--- config.mk ---
export PLATFORM = sky130hd
export DESIGN_NAME = rv_execute_unit
export DESIGN_NICKNAME = d
export VERILOG_FILES = /design/src/rtl/rv_isa_pkg.sv /design/src/rtl/ex_types_pkg.sv /design/src/rtl/alu_control_unit.sv /design/src/rtl/alu.sv /design/src/rtl/ex_result_stage.sv /design/src/rtl/rv_execute_unit.sv
export SDC_FILE = /design/constraint.sdc
export NUM_CORES = 1
export LEC_CHECK = 0
export BUFFER_PORTS_ARGS = -buffer_cell sky130_fd_sc_hd__buf_2
export CAP_MARGIN = 15
export CORE_MARGIN = 5
export CORE_UTILIZATION = 30
export DETAILED_ROUTE_END_ITERATION = 16
export GPL_ROUTABILITY_DRIVEN = 1
export PLACE_DENSITY_LB_ADDON = 0.1
export SETUP_SLACK_MARGIN = 0.4
export SKIP_CTS_REPAIR_TIMING = 1
export SLEW_MARGIN = 20
export SYNTH_ARGS = -nofsm -noshare
export SYNTH_HDL_FRONTEND = slang
export SYNTH_SLANG_ARGS = --single-unit
--- constraint.sdc ---
create_clock -name clk -period 6.1 [get_ports clk]
set_input_delay 0.61 -clock clk [delete_from_list [all_inputs] [get_ports clk]]
set_output_delay 0.61 -clock clk [all_outputs]
set_load 0.01 [all_outputs]
--- src/rtl/rv_isa_pkg.sv ---
package rv_isa_pkg;

    localparam int XLEN    = 32; // RV32I register width
    localparam int SHAMT_W = 5;  // shift amount field width

    // major opcodes handled by the execute stage
    localparam logic [6:0] OPC_OP     = 7'b0110011; // R-type register ops
    localparam logic [6:0] OPC_OP_IMM = 7'b0010011; // I-type immediate ops
    localparam logic [6:0] OPC_BRANCH = 7'b1100011; // conditional branches

    // funct3 for OP and OP-IMM
    localparam logic [2:0] F3_ADD_SUB = 3'b000;
    localparam logic [2:0] F3_SLL     = 3'b001;
    localparam logic [2:0] F3_SLT     = 3'b010;
    localparam logic [2:0] F3_SLTU    = 3'b011;
    localparam logic [2:0] F3_XOR     = 3'b100;
    localparam logic [2:0] F3_SRL_SRA = 3'b101;
    localparam logic [2:0] F3_OR      = 3'b110;
    localparam logic [2:0] F3_AND     = 3'b111;

    // funct3 for BRANCH, 3'b010 and 3'b011 are reserved
    localparam logic [2:0] F3_BEQ     = 3'b000;
    localparam logic [2:0] F3_BNE     = 3'b001;
    localparam logic [2:0] F3_BLT     = 3'b100;
    localparam logic [2:0] F3_BGE     = 3'b101;
    localparam logic [2:0] F3_BLTU    = 3'b110;
    localparam logic [2:0] F3_BGEU    = 3'b111;

    // funct7, the alternate form selects SUB and SRA
    localparam logic [6:0] F7_BASE    = 7'b0000000;
    localparam logic [6:0] F7_ALT     = 7'b0100000;

    // operation selected by decode and evaluated by the ALU
    typedef enum logic [3:0] {
        ADD  = 4'd0,
        SUB  = 4'd1,
        SLL  = 4'd2,
        SLT  = 4'd3,
        SLTU = 4'd4,
        XOR  = 4'd5,
        SRL  = 4'd6,
        SRA  = 4'd7,
        OR   = 4'd8,
        AND  = 4'd9,
        BEQ  = 4'd10,
        BNE  = 4'd11,
        BLT  = 4'd12,
        BGE  = 4'd13,
        BLTU = 4'd14,
        BGEU = 4'd15
    } operation_t;

endpackage

--- src/rtl/ex_types_pkg.sv ---
package ex_types_pkg;

    // instruction as handed over by the decode/issue side
    typedef struct packed {
        logic [6:0]                    opcode;
        logic [2:0]                    funct3;
        logic [6:0]                    funct7;  // holds imm[11:5] for OP-IMM
        logic [rv_isa_pkg::XLEN-1:0]   rs1_val;
        logic [rv_isa_pkg::XLEN-1:0]   rs2_val;
        logic [rv_isa_pkg::XLEN-1:0]   imm;     // already sign extended
        logic [rv_isa_pkg::XLEN-1:0]   pc;
        logic [4:0]                    rd;
    } ex_req_t;

    // decoded instruction held in the decode register
    typedef struct packed {
        rv_isa_pkg::operation_t        op;
        logic                          is_branch;
        logic                          writes_rd;
        logic                          illegal;
        logic [rv_isa_pkg::XLEN-1:0]   op_a;
        logic [rv_isa_pkg::XLEN-1:0]   op_b;       // rs2 or immediate
        logic [rv_isa_pkg::XLEN-1:0]   branch_ofs; // zero unless branch
        logic [rv_isa_pkg::XLEN-1:0]   pc;
        logic [4:0]                    rd;
    } alu_ctrl_t;

    // combinational ALU output
    typedef struct packed {
        logic [rv_isa_pkg::XLEN-1:0]   result;
        logic                          zero;
        logic                          cond_taken; // branch condition met
    } alu_out_t;

    // registered result of the execute stage
    typedef struct packed {
        logic                          rd_we;
        logic [4:0]                    rd;
        logic [rv_isa_pkg::XLEN-1:0]   wb_data;
        logic                          zero;
        logic                          branch_taken;
        logic [rv_isa_pkg::XLEN-1:0]   branch_target;
        logic                          illegal;
    } ex_resp_t;

endpackage

--- src/rtl/alu_control_unit.sv ---
`timescale 1ns/1ps

module alu_control_unit (
    input  logic                    clk,
    input  logic                    rst_n,
    input  logic                    in_valid,
    input  ex_types_pkg::ex_req_t   in_req,
    output logic                    ctrl_valid,
    output ex_types_pkg::alu_ctrl_t ctrl
);
    import rv_isa_pkg::*;
    import ex_types_pkg::*;

    operation_t op_dec;
    logic       illegal_dec;
    logic       is_op;
    logic       is_op_imm;
    logic       is_branch;
    alu_ctrl_t  ctrl_next;

    // base-form operation for a funct3 of OP / OP-IMM
    function automatic operation_t base_op(input logic [2:0] funct3);
        case (funct3)
            F3_ADD_SUB: return ADD;
            F3_SLL:     return SLL;
            F3_SLT:     return SLT;
            F3_SLTU:    return SLTU;
            F3_XOR:     return XOR;
            F3_SRL_SRA: return SRL;
            F3_OR:      return OR;
            default:    return AND;
        endcase
    endfunction

    assign is_op     = (in_req.opcode == OPC_OP);
    assign is_op_imm = (in_req.opcode == OPC_OP_IMM);
    assign is_branch = (in_req.opcode == OPC_BRANCH);

    always_comb
    begin
        op_dec      = ADD;
        illegal_dec = 1'b0;
        case (in_req.opcode)
            OPC_OP:
            begin
                if (in_req.funct7 == F7_BASE)
                    op_dec = base_op(in_req.funct3);
                else if (in_req.funct7 == F7_ALT)
                begin
                    case (in_req.funct3)
                        F3_ADD_SUB: op_dec = SUB;
                        F3_SRL_SRA: op_dec = SRA;
                        default:    illegal_dec = 1'b1; // no alternate form
                    endcase
                end
                else
                    illegal_dec = 1'b1;
            end
            OPC_OP_IMM:
            begin
                // funct7 only matters for the shifts, there is no SUBI
                case (in_req.funct3)
                    F3_SLL:
                    begin
                        op_dec      = SLL;
                        illegal_dec = (in_req.funct7 != F7_BASE);
                    end
                    F3_SRL_SRA:
                    begin
                        if (in_req.funct7 == F7_BASE)
                            op_dec = SRL;
                        else if (in_req.funct7 == F7_ALT)
                            op_dec = SRA;
                        else
                            illegal_dec = 1'b1;
                    end
                    default: op_dec = base_op(in_req.funct3);
                endcase
            end
            OPC_BRANCH:
            begin
                case (in_req.funct3)
                    F3_BEQ:  op_dec = BEQ;
                    F3_BNE:  op_dec = BNE;
                    F3_BLT:  op_dec = BLT;
                    F3_BGE:  op_dec = BGE;
                    F3_BLTU: op_dec = BLTU;
                    F3_BGEU: op_dec = BGEU;
                    default: illegal_dec = 1'b1; // reserved funct3
                endcase
            end
            default: illegal_dec = 1'b1; // opcode not handled here
        endcase
        if (illegal_dec)
            op_dec = ADD;
    end

    always_comb
    begin
        ctrl_next.op         = op_dec;
        ctrl_next.is_branch  = is_branch;
        ctrl_next.writes_rd  = is_op | is_op_imm;
        ctrl_next.illegal    = illegal_dec;
        ctrl_next.op_a       = in_req.rs1_val;
        ctrl_next.op_b       = is_op_imm ? in_req.imm : in_req.rs2_val; // shamt in imm[4:0]
        ctrl_next.branch_ofs = is_branch ? in_req.imm : '0;
        ctrl_next.pc         = in_req.pc;
        ctrl_next.rd         = in_req.rd;
    end

    always_ff @(posedge clk)
    begin
        if (!rst_n)
            ctrl_valid <= 1'b0;
        else
            ctrl_valid <= in_valid;
    end

    always_ff @(posedge clk)
    begin
        if (in_valid)
            ctrl <= ctrl_next; // holds last instruction between strobes
    end

endmodule

--- src/rtl/alu.sv ---
`timescale 1ns/1ps

module alu (
    input  ex_types_pkg::alu_ctrl_t ctrl,
    output ex_types_pkg::alu_out_t  alu_res
);
    import rv_isa_pkg::*;

    logic signed [XLEN-1:0] op_a_s;
    logic signed [XLEN-1:0] op_b_s;
    logic [SHAMT_W-1:0]     shamt;
    logic [XLEN-1:0]        result;
    logic                   cond;

    assign op_a_s = ctrl.op_a;
    assign op_b_s = ctrl.op_b;
    assign shamt  = ctrl.op_b[SHAMT_W-1:0]; // low bits of rs2 or immediate

    always_comb
    begin
        result = '0; // branches leave the result at zero
        cond   = 1'b0;
        case (ctrl.op)
            ADD:
                result = ctrl.op_a + ctrl.op_b; // carry out dropped
            SUB:
                result = ctrl.op_a - ctrl.op_b;
            SLL:
                result = ctrl.op_a << shamt;
            SLT:
                result = {{(XLEN-1){1'b0}}, (op_a_s < op_b_s)};
            SLTU:
                result = {{(XLEN-1){1'b0}}, (ctrl.op_a < ctrl.op_b)};
            XOR:
                result = ctrl.op_a ^ ctrl.op_b;
            SRL:
                result = ctrl.op_a >> shamt;
            SRA:
                result = $unsigned(op_a_s >>> shamt); // sign fill from bit 31
            OR:
                result = ctrl.op_a | ctrl.op_b;
            AND:
                result = ctrl.op_a & ctrl.op_b;

            BEQ:
                cond = (ctrl.op_a == ctrl.op_b);
            BNE:
                cond = (ctrl.op_a != ctrl.op_b);
            BLT:
                cond = (op_a_s < op_b_s);
            BGE:
                cond = (op_a_s >= op_b_s);
            BLTU:
                cond = (ctrl.op_a < ctrl.op_b);
            BGEU:
                cond = (ctrl.op_a >= ctrl.op_b);

            default:
            begin
                result = '0;
                cond   = 1'b0;
            end
        endcase
    end

    assign alu_res.result     = result;
    assign alu_res.zero       = ~|result;
    assign alu_res.cond_taken = cond;

endmodule

--- src/rtl/ex_result_stage.sv ---
`timescale 1ns/1ps

module ex_result_stage (
    input  logic                    clk,
    input  logic                    rst_n,
    input  logic                    ctrl_valid,
    input  ex_types_pkg::alu_ctrl_t ctrl,
    input  ex_types_pkg::alu_out_t  alu_res,
    output logic                    out_valid,
    output ex_types_pkg::ex_resp_t  out_resp
);
    import ex_types_pkg::*;

    logic     legal_alu;
    logic     legal_branch;
    ex_resp_t resp_next;

    // ctrl holds stale data between strobes, so everything is qualified by valid
    assign legal_alu    = ctrl_valid & ctrl.writes_rd & ~ctrl.illegal;
    assign legal_branch = ctrl_valid & ctrl.is_branch & ~ctrl.illegal;

    always_comb
    begin
        resp_next.rd_we         = legal_alu;
        resp_next.rd            = ctrl.rd;
        resp_next.wb_data       = legal_alu ? alu_res.result : '0;
        resp_next.zero          = legal_alu ? alu_res.zero : 1'b1; // wb_data is zero
        resp_next.branch_taken  = legal_branch & alu_res.cond_taken;
        resp_next.branch_target = legal_branch ? (ctrl.pc + ctrl.branch_ofs) : '0;
        resp_next.illegal       = ctrl_valid & ctrl.illegal;
    end

    always_ff @(posedge clk)
    begin
        if (!rst_n)
        begin
            out_valid             <= 1'b0;
            out_resp.rd_we        <= 1'b0;
            out_resp.branch_taken <= 1'b0;
            out_resp.illegal      <= 1'b0;
        end
        else
        begin
            out_valid <= ctrl_valid;
            out_resp  <= resp_next;  // one-cycle pulse, no stall
        end
    end

endmodule

--- src/rtl/rv_execute_unit.sv ---
`timescale 1ns/1ps

module rv_execute_unit (
    input  logic                   clk,
    input  logic                   rst_n,
    input  logic                   in_valid,
    input  ex_types_pkg::ex_req_t  in_req,
    output logic                   out_valid,
    output ex_types_pkg::ex_resp_t out_resp
);
    import ex_types_pkg::*;

    logic      ctrl_valid;
    alu_ctrl_t ctrl;
    alu_out_t  alu_res;

    // decode register, first pipeline stage
    alu_control_unit u_decode (
        .clk        (clk),
        .rst_n      (rst_n),
        .in_valid   (in_valid),
        .in_req     (in_req),
        .ctrl_valid (ctrl_valid),
        .ctrl       (ctrl)
    );

    alu u_alu (
        .ctrl    (ctrl),
        .alu_res (alu_res)
    );

    // output register, second pipeline stage
    ex_result_stage u_result (
        .clk        (clk),
        .rst_n      (rst_n),
        .ctrl_valid (ctrl_valid),
        .ctrl       (ctrl),
        .alu_res    (alu_res),
        .out_valid  (out_valid),
        .out_resp   (out_resp)
    );

endmodule

==> metrics.yaml, run 1 <==
crit_arrival_ps: 5730
startpoint_type: "flop"
cp.required_ps: 6550
synthCells: 2096
rsz0062_at_grt: "no"
clockBufferDepth: 3
ir_drop_mv: 0.195
setup_viol: 0
netlist_area_sq_mm: 0.0193
p_per_area_mw_per_mm2: 238
grt_use_met3_pct: 3.94
clock_latency_ps: 590
worst_pin_slew_ps: 1170
core_area_sq_mm: 0.0641
vias: 18700
met2_usage_pct: 39.0
drc: 0
syn-num-nets: 2383
std_cell_rows: 93
postSynthAreaPerCell_sq_um: 9.23
fillers: 6634
drive_gt1_share_pct: 20.7
crit_path_top_delay_cell: "nor4_1"
grt_max_degree: 86
start_util_pct: 30.2
ys_types: 88
slew_viol_final: 0
antenna_found_initial: 1
ys_ff_latch: 215
vias_per_cell: 5.96
yosysWarnings: 0
hold_viol: 0
layout.nets: 2545
num_io_pins: 227
regArea_sq_mm: 0.00641
cts_tree: "yes"
grt_pass1_vias: 18200
crit_chain: "buf_4, inv_1, ha_1, nor4_1, nand3_1, or3_1, a211oi_1, nor3_1, o21ai_0, o21a_1, nand4b_1, or4_1, o21bai_1"
port_buffers: 226
cts-buffers-inserted: 28
yosysSeqAreaShare_pct: 33.1
first_iter_violations: 2145
grt_pass1_wl_microns: 131000
multiInputGateArea_sq_mm: 0.0119
design_area_sq_mm: 0.0224
drtPass1Iterations: 6
crit_buf_inv: 2
critPathMaxStageDelay_ps: 750
die_h_microns: 264
wl_per_cell_microns: 29.2
met1_usage_pct: 35.8
placed_cell_area_sq_mm: 0.0215
place_congestion: 0.980
async_flop_share_pct: 0
dp_hpwl_microns: 71000
period_minus_slack_ps: 5280
wl_microns: 91700
crit_family: "simple AND/OR/NAND/NOR gates"
h-tree-depth: 1
root_buffer: "clkbuf_16"
min_path_type: "in -> reg"
status: "finished clean"
crit_path_end_kind: "flop"
worstPathMaxFanout: 14
synthToLayoutAreaGrowth_pct: 15.8
ant_nets: 0
post-route-period-util_pct: 86.6
hold-worst-slack_ps: 202
maxSlewHeadroom_pct: 21.0
fin_skew_ps: 23.6
maxCapViolCount: 0
busiest_layer: "met2"
setup_tns_ps: 0
synthFlopType: "edfxtp_1"
max_freq_mhz: 189
p_leak_nw: 8.98
grt.overflow.total: 0
die-area_sq_mm: 0.0696
die_x_microns: 264
synth-edff-count: 210
cts_sinks: 215
crit_type: "reg -> reg"
path_clk_slew_ps: 70
p_total_mw: 5.34
track_usage_pct: 25.1
-- logic make-up (layout without fill, tap and decap cells) --
group / after synthesis / in the layout / synth area share (%)
AO/OA/AOI/OAI: 607 / 607 / 21.7
XOR/XNOR: 27 / 27 / 1.22
adder cells (fa/ha/maj): 134 / 134 / 8.79
buffers and inverters: 275 / 459 / 5.53
flip-flops: 215 / 215 / 33.1
multiplexers: 169 / 169 / 12.6
other: 0 / 1 / 0
AND/OR/NAND/NOR: 669 / 669 / 17.0
-- final timing paths --
| kind | depth (start not counted) | slack, ps | startpoint | endpoint |
|---|---|---|---|---|
| hold reg to reg | 0 | 420 | u_decode.ctrl[0] | u_result.out_resp[67] |
| setup / recovery | 13 | 820 | u_decode.ctrl[124] | u_result.out_resp[34] |
| setup reg to reg | 13 | 820 | u_decode.ctrl[124] | u_result.out_resp[34] |
| hold / removal | 1 | 200 | in_req[120] | u_decode.ctrl[120] |
-- final cells by class --
cell class	count	area share [%]
timing repair buffer	292	7.50
clock buffer	37	3.42
sequential	215	28.6
tap	855	4.78
clock inverter	15	0.570
inverter	115	1.93
multi-input combinational	1606	53.2
antenna	1	0.0112
-- flip-flops by register name (all words and copies together) (netlist names) --
name / cells
u_decode.ctrl: 140
u_decode.ctrl_valid: 1
u_result.out_resp: 73
u_result.out_valid: 1
-- through the flow --
step	std cells	worst slack [ps]	util, %
after floorplan	2096	768	-
after global placement	3082	993	33.5
after detailed placement	3082	938	33.5
after CTS	3134	932	34.9
after global routing	3135	574	34.9
final	3136	816	34.9
-- cells in the final DEF, fill, tap and decap left out, types with 14 or more instances in the layout --
master / count
o211ai_1: 24
nand4_1: 18
nor2b_1: 35
mux2_2: 49
mux4_2: 54
nor2_1: 180
nand2_1: 153
o21ai_1: 15
nand2b_1: 22
mux2i_1: 62
a22oi_1: 24
o21a_1: 17
ha_1: 131
a21o_1: 31
nor3_1: 60
edfxtp_1: 210
o221ai_1: 29
a21oi_1: 134
buf_4: 63
nand3_1: 51
nor4_1: 19
o21ai_0: 82
a211o_1: 15
and2_1: 47
buf_2: 224
xnor2_1: 17
a31oi_1: 27
a221o_1: 14
clkbuf_16: 29
a211oi_1: 29
o22ai_1: 27
inv_1: 104
-- cells in the mapped netlist (27+ instances only) --
| cell | instances | area (sq um) |
|---|---|---|
| a211oi_1 | 30 | 225 |
| a21o_1 | 31 | 233 |
| a21oi_1 | 134 | 671 |
| a31oi_1 | 27 | 169 |
| and2_1 | 47 | 294 |
| clkbuf_1 | 133 | 499 |
| edfxtp_1 | 210 | 6310 |
| ha_1 | 131 | 1640 |
| inv_1 | 105 | 394 |
| mux2_2 | 49 | 552 |
| mux2i_1 | 62 | 621 |
| mux4_2 | 54 | 1220 |
| nand2_1 | 153 | 574 |
| nand3_1 | 51 | 255 |
| nor2_1 | 181 | 679 |
| nor2b_1 | 35 | 219 |
| nor3_1 | 61 | 305 |
| o21ai_0 | 82 | 410 |
| o221ai_1 | 29 | 254 |
| o22ai_1 | 27 | 169 |
-- per-layer routing --
metal,share of wire [%],vias to the layer above
met1,44,9296
met2,44,947
met4,3.8,0
li1,-,8311
met3,7.7,144
met5,0,-
-- power breakdown --
part           switching [mW]  internal, mW
combinational            1.20         0.661
sequential              0.100          1.72
clock                   0.685         0.962
Power figures use the tool's default switching activity.
==> inputs of run 2 (changes only) <==
--- a/config.mk
+++ b/config.mk
@@ -8,7 +8,7 @@
 export BUFFER_PORTS_ARGS = -buffer_cell sky130_fd_sc_hd__buf_2
 export CAP_MARGIN = 15
 export CORE_MARGIN = 5
-export CORE_UTILIZATION = 30
+export CORE_UTILIZATION = 45
 export DETAILED_ROUTE_END_ITERATION = 16
 export GPL_ROUTABILITY_DRIVEN = 1
 export PLACE_DENSITY_LB_ADDON = 0.1
==> run 2 against run 1 <==
Combinational power fell by 3%. Utilization rose by 16 points. Sequential power barely moved. Sequential share of layout area rose by 0.58 points. Critical path depth did not move. Count of clock-buffer cells in the layout rose by 1. Sequential cell count did not move. Critical path type unchanged.
==> metrics.yaml, run 2 (same netlist as run 1, synthesis figures left out) <==
hold-worst-slack_ps: 222
crit_path_end_kind: "flop"
maxCapViolCount: 0
core_area_sq_mm: 0.0428
vias: 18900
ir_drop_mv: 0.215
setup.worst_path.start: "u_decode.ctrl[115]"
p_total_mw: 5.21
fillers: 4050
clockBufferDepth: 3
cts-buffers-inserted: 26
min_path_type: "in -> reg"
largest_reg_flops: 140
num_antenna_cells: 0
period_minus_slack_ps: 5040
clock_latency_ps: 560
setup_tns_ps: 0
cts_sinks: 215
h-tree-depth: 1
grt_pass1_vias: 17300
final_common_cell: "buf_2"
wl_microns: 80900
dp_hpwl_microns: 62000
antenna_found_initial: 7
multiInputGateArea_sq_mm: 0.0119
ant_nets: 0
crit_type: "reg -> reg"
endpoint: "u_result.out_resp[34]"
cts_tree: "yes"
grt.overflow.total: 0
cp.required_ps: 6510
grt_max_degree: 94
final_cell_mix: "224 x buf_2, 210 x edfxtp_1, 180 x nor2_1"
path_clk_slew_ps: 60
setup_viol: 0
first_iter_violations: 2615
die_x_microns: 217
stdcell_count: 2821
p_per_area_mw_per_mm2: 238
r2r_end: "u_result.out_resp[34]"
slew_viol_final: 0
status: "finished clean"
worstPathMaxFanout: 14
regArea_sq_mm: 0.00641
num_io_pins: 227
root_buffer: "clkbuf_16"
track_usage_pct: 32.7
grt_pass1_wl_microns: 117000
synthToLayoutAreaGrowth_pct: 13.5
drtPass1Iterations: 6
worst_pin_slew_ps: 1120
reg2reg_depth: 13
design_area_sq_mm: 0.0219
crit_arrival_ps: 5450
place_congestion: 1.06
hold_viol: 0
post-route-period-util_pct: 82.6
placed_cells: 2773
rsz0062_at_grt: "no"
startpoint_type: "flop"
r2r_slack_ps: 1060
fin_skew_ps: 23.2
placed_cell_area_sq_mm: 0.0211
std_cell_rows: 76
die-area_sq_mm: 0.0472
wl_per_cell_microns: 28.7
die_h_microns: 217
max_freq_mhz: 198
port_buffers: 226
worstReg2RegStart: "u_decode.ctrl[115]"
layout.nets: 2542
start_util_pct: 45.2
drive_gt1_share_pct: 20.6
reg_top3: "u_decode.ctrl: 140 flops, u_result.out_resp: 73 flops"
drc: 0
vias_per_cell: 6.70
maxSlewHeadroom_pct: 24.7
p_leak_nw: 8.95
regMostFlops: "u_decode.ctrl"
run 2: routing by layer:
metal	global-route usage (%)	up-vias	wire length, microns
met5	0	-	34
met4	10.0	6	3040
met3	7.05	177	9000
met2	49.1	1174	34700
met1	47.7	9242	34100
li1	-	8288	-
run 2: worst min-delay path by stage:
stage,startpoint,endpoint,cells past startpoint
final,in_req[19],u_decode.ctrl[19],1
after global routing,in_req[16],u_decode.ctrl[16],1
after CTS,in_req[19],u_decode.ctrl[19],1
after detailed placement,u_decode.ctrl[1],u_result.out_resp[68],0
after global placement,u_decode.ctrl[4],u_result.out_resp[71],0
after floorplan,u_decode.ctrl[0],u_result.out_resp[67],0
run 2: worst max-delay path: stages (launching register included):
cell	delay, ps
edfxtp_1	860
inv_1	100
ha_1	480
a211oi_1	350
o21ai_0	150
a221oi_1	360
inv_1	160
o41ai_1	620
o31ai_1	260
a221oi_1	330
o22ai_1	190
or4_1	420
or4_1	470
o21bai_1	150
run 2: area by class of cell:
type / count / share of cell area [%]
tap: 546 / 3.11
clock inverter: 10 / 0.525
multi-input combinational: 1606 / 54.3
clock buffer: 38 / 3.40
timing repair buffer: 291 / 7.48
inverter: 115 / 1.97
sequential: 215 / 29.2
run 2: through the flow:
step / util [%] / setup WS, ps
6_report: 51.3 / 1060
5_1_grt: 51.3 / 825
4_1_cts: 51.3 / 1200
3_5_place_dp: 49.3 / 1240
3_3_place_gp: 49.3 / 1250
2_1_floorplan: - / 768
run 2: power breakdown:
part	total, mW	switching [mW]	internal, mW
registers	1.82	0.0952	1.72
clock network	1.57	0.637	0.936
logic	1.82	1.16	0.658
total	5.21	1.90	3.32
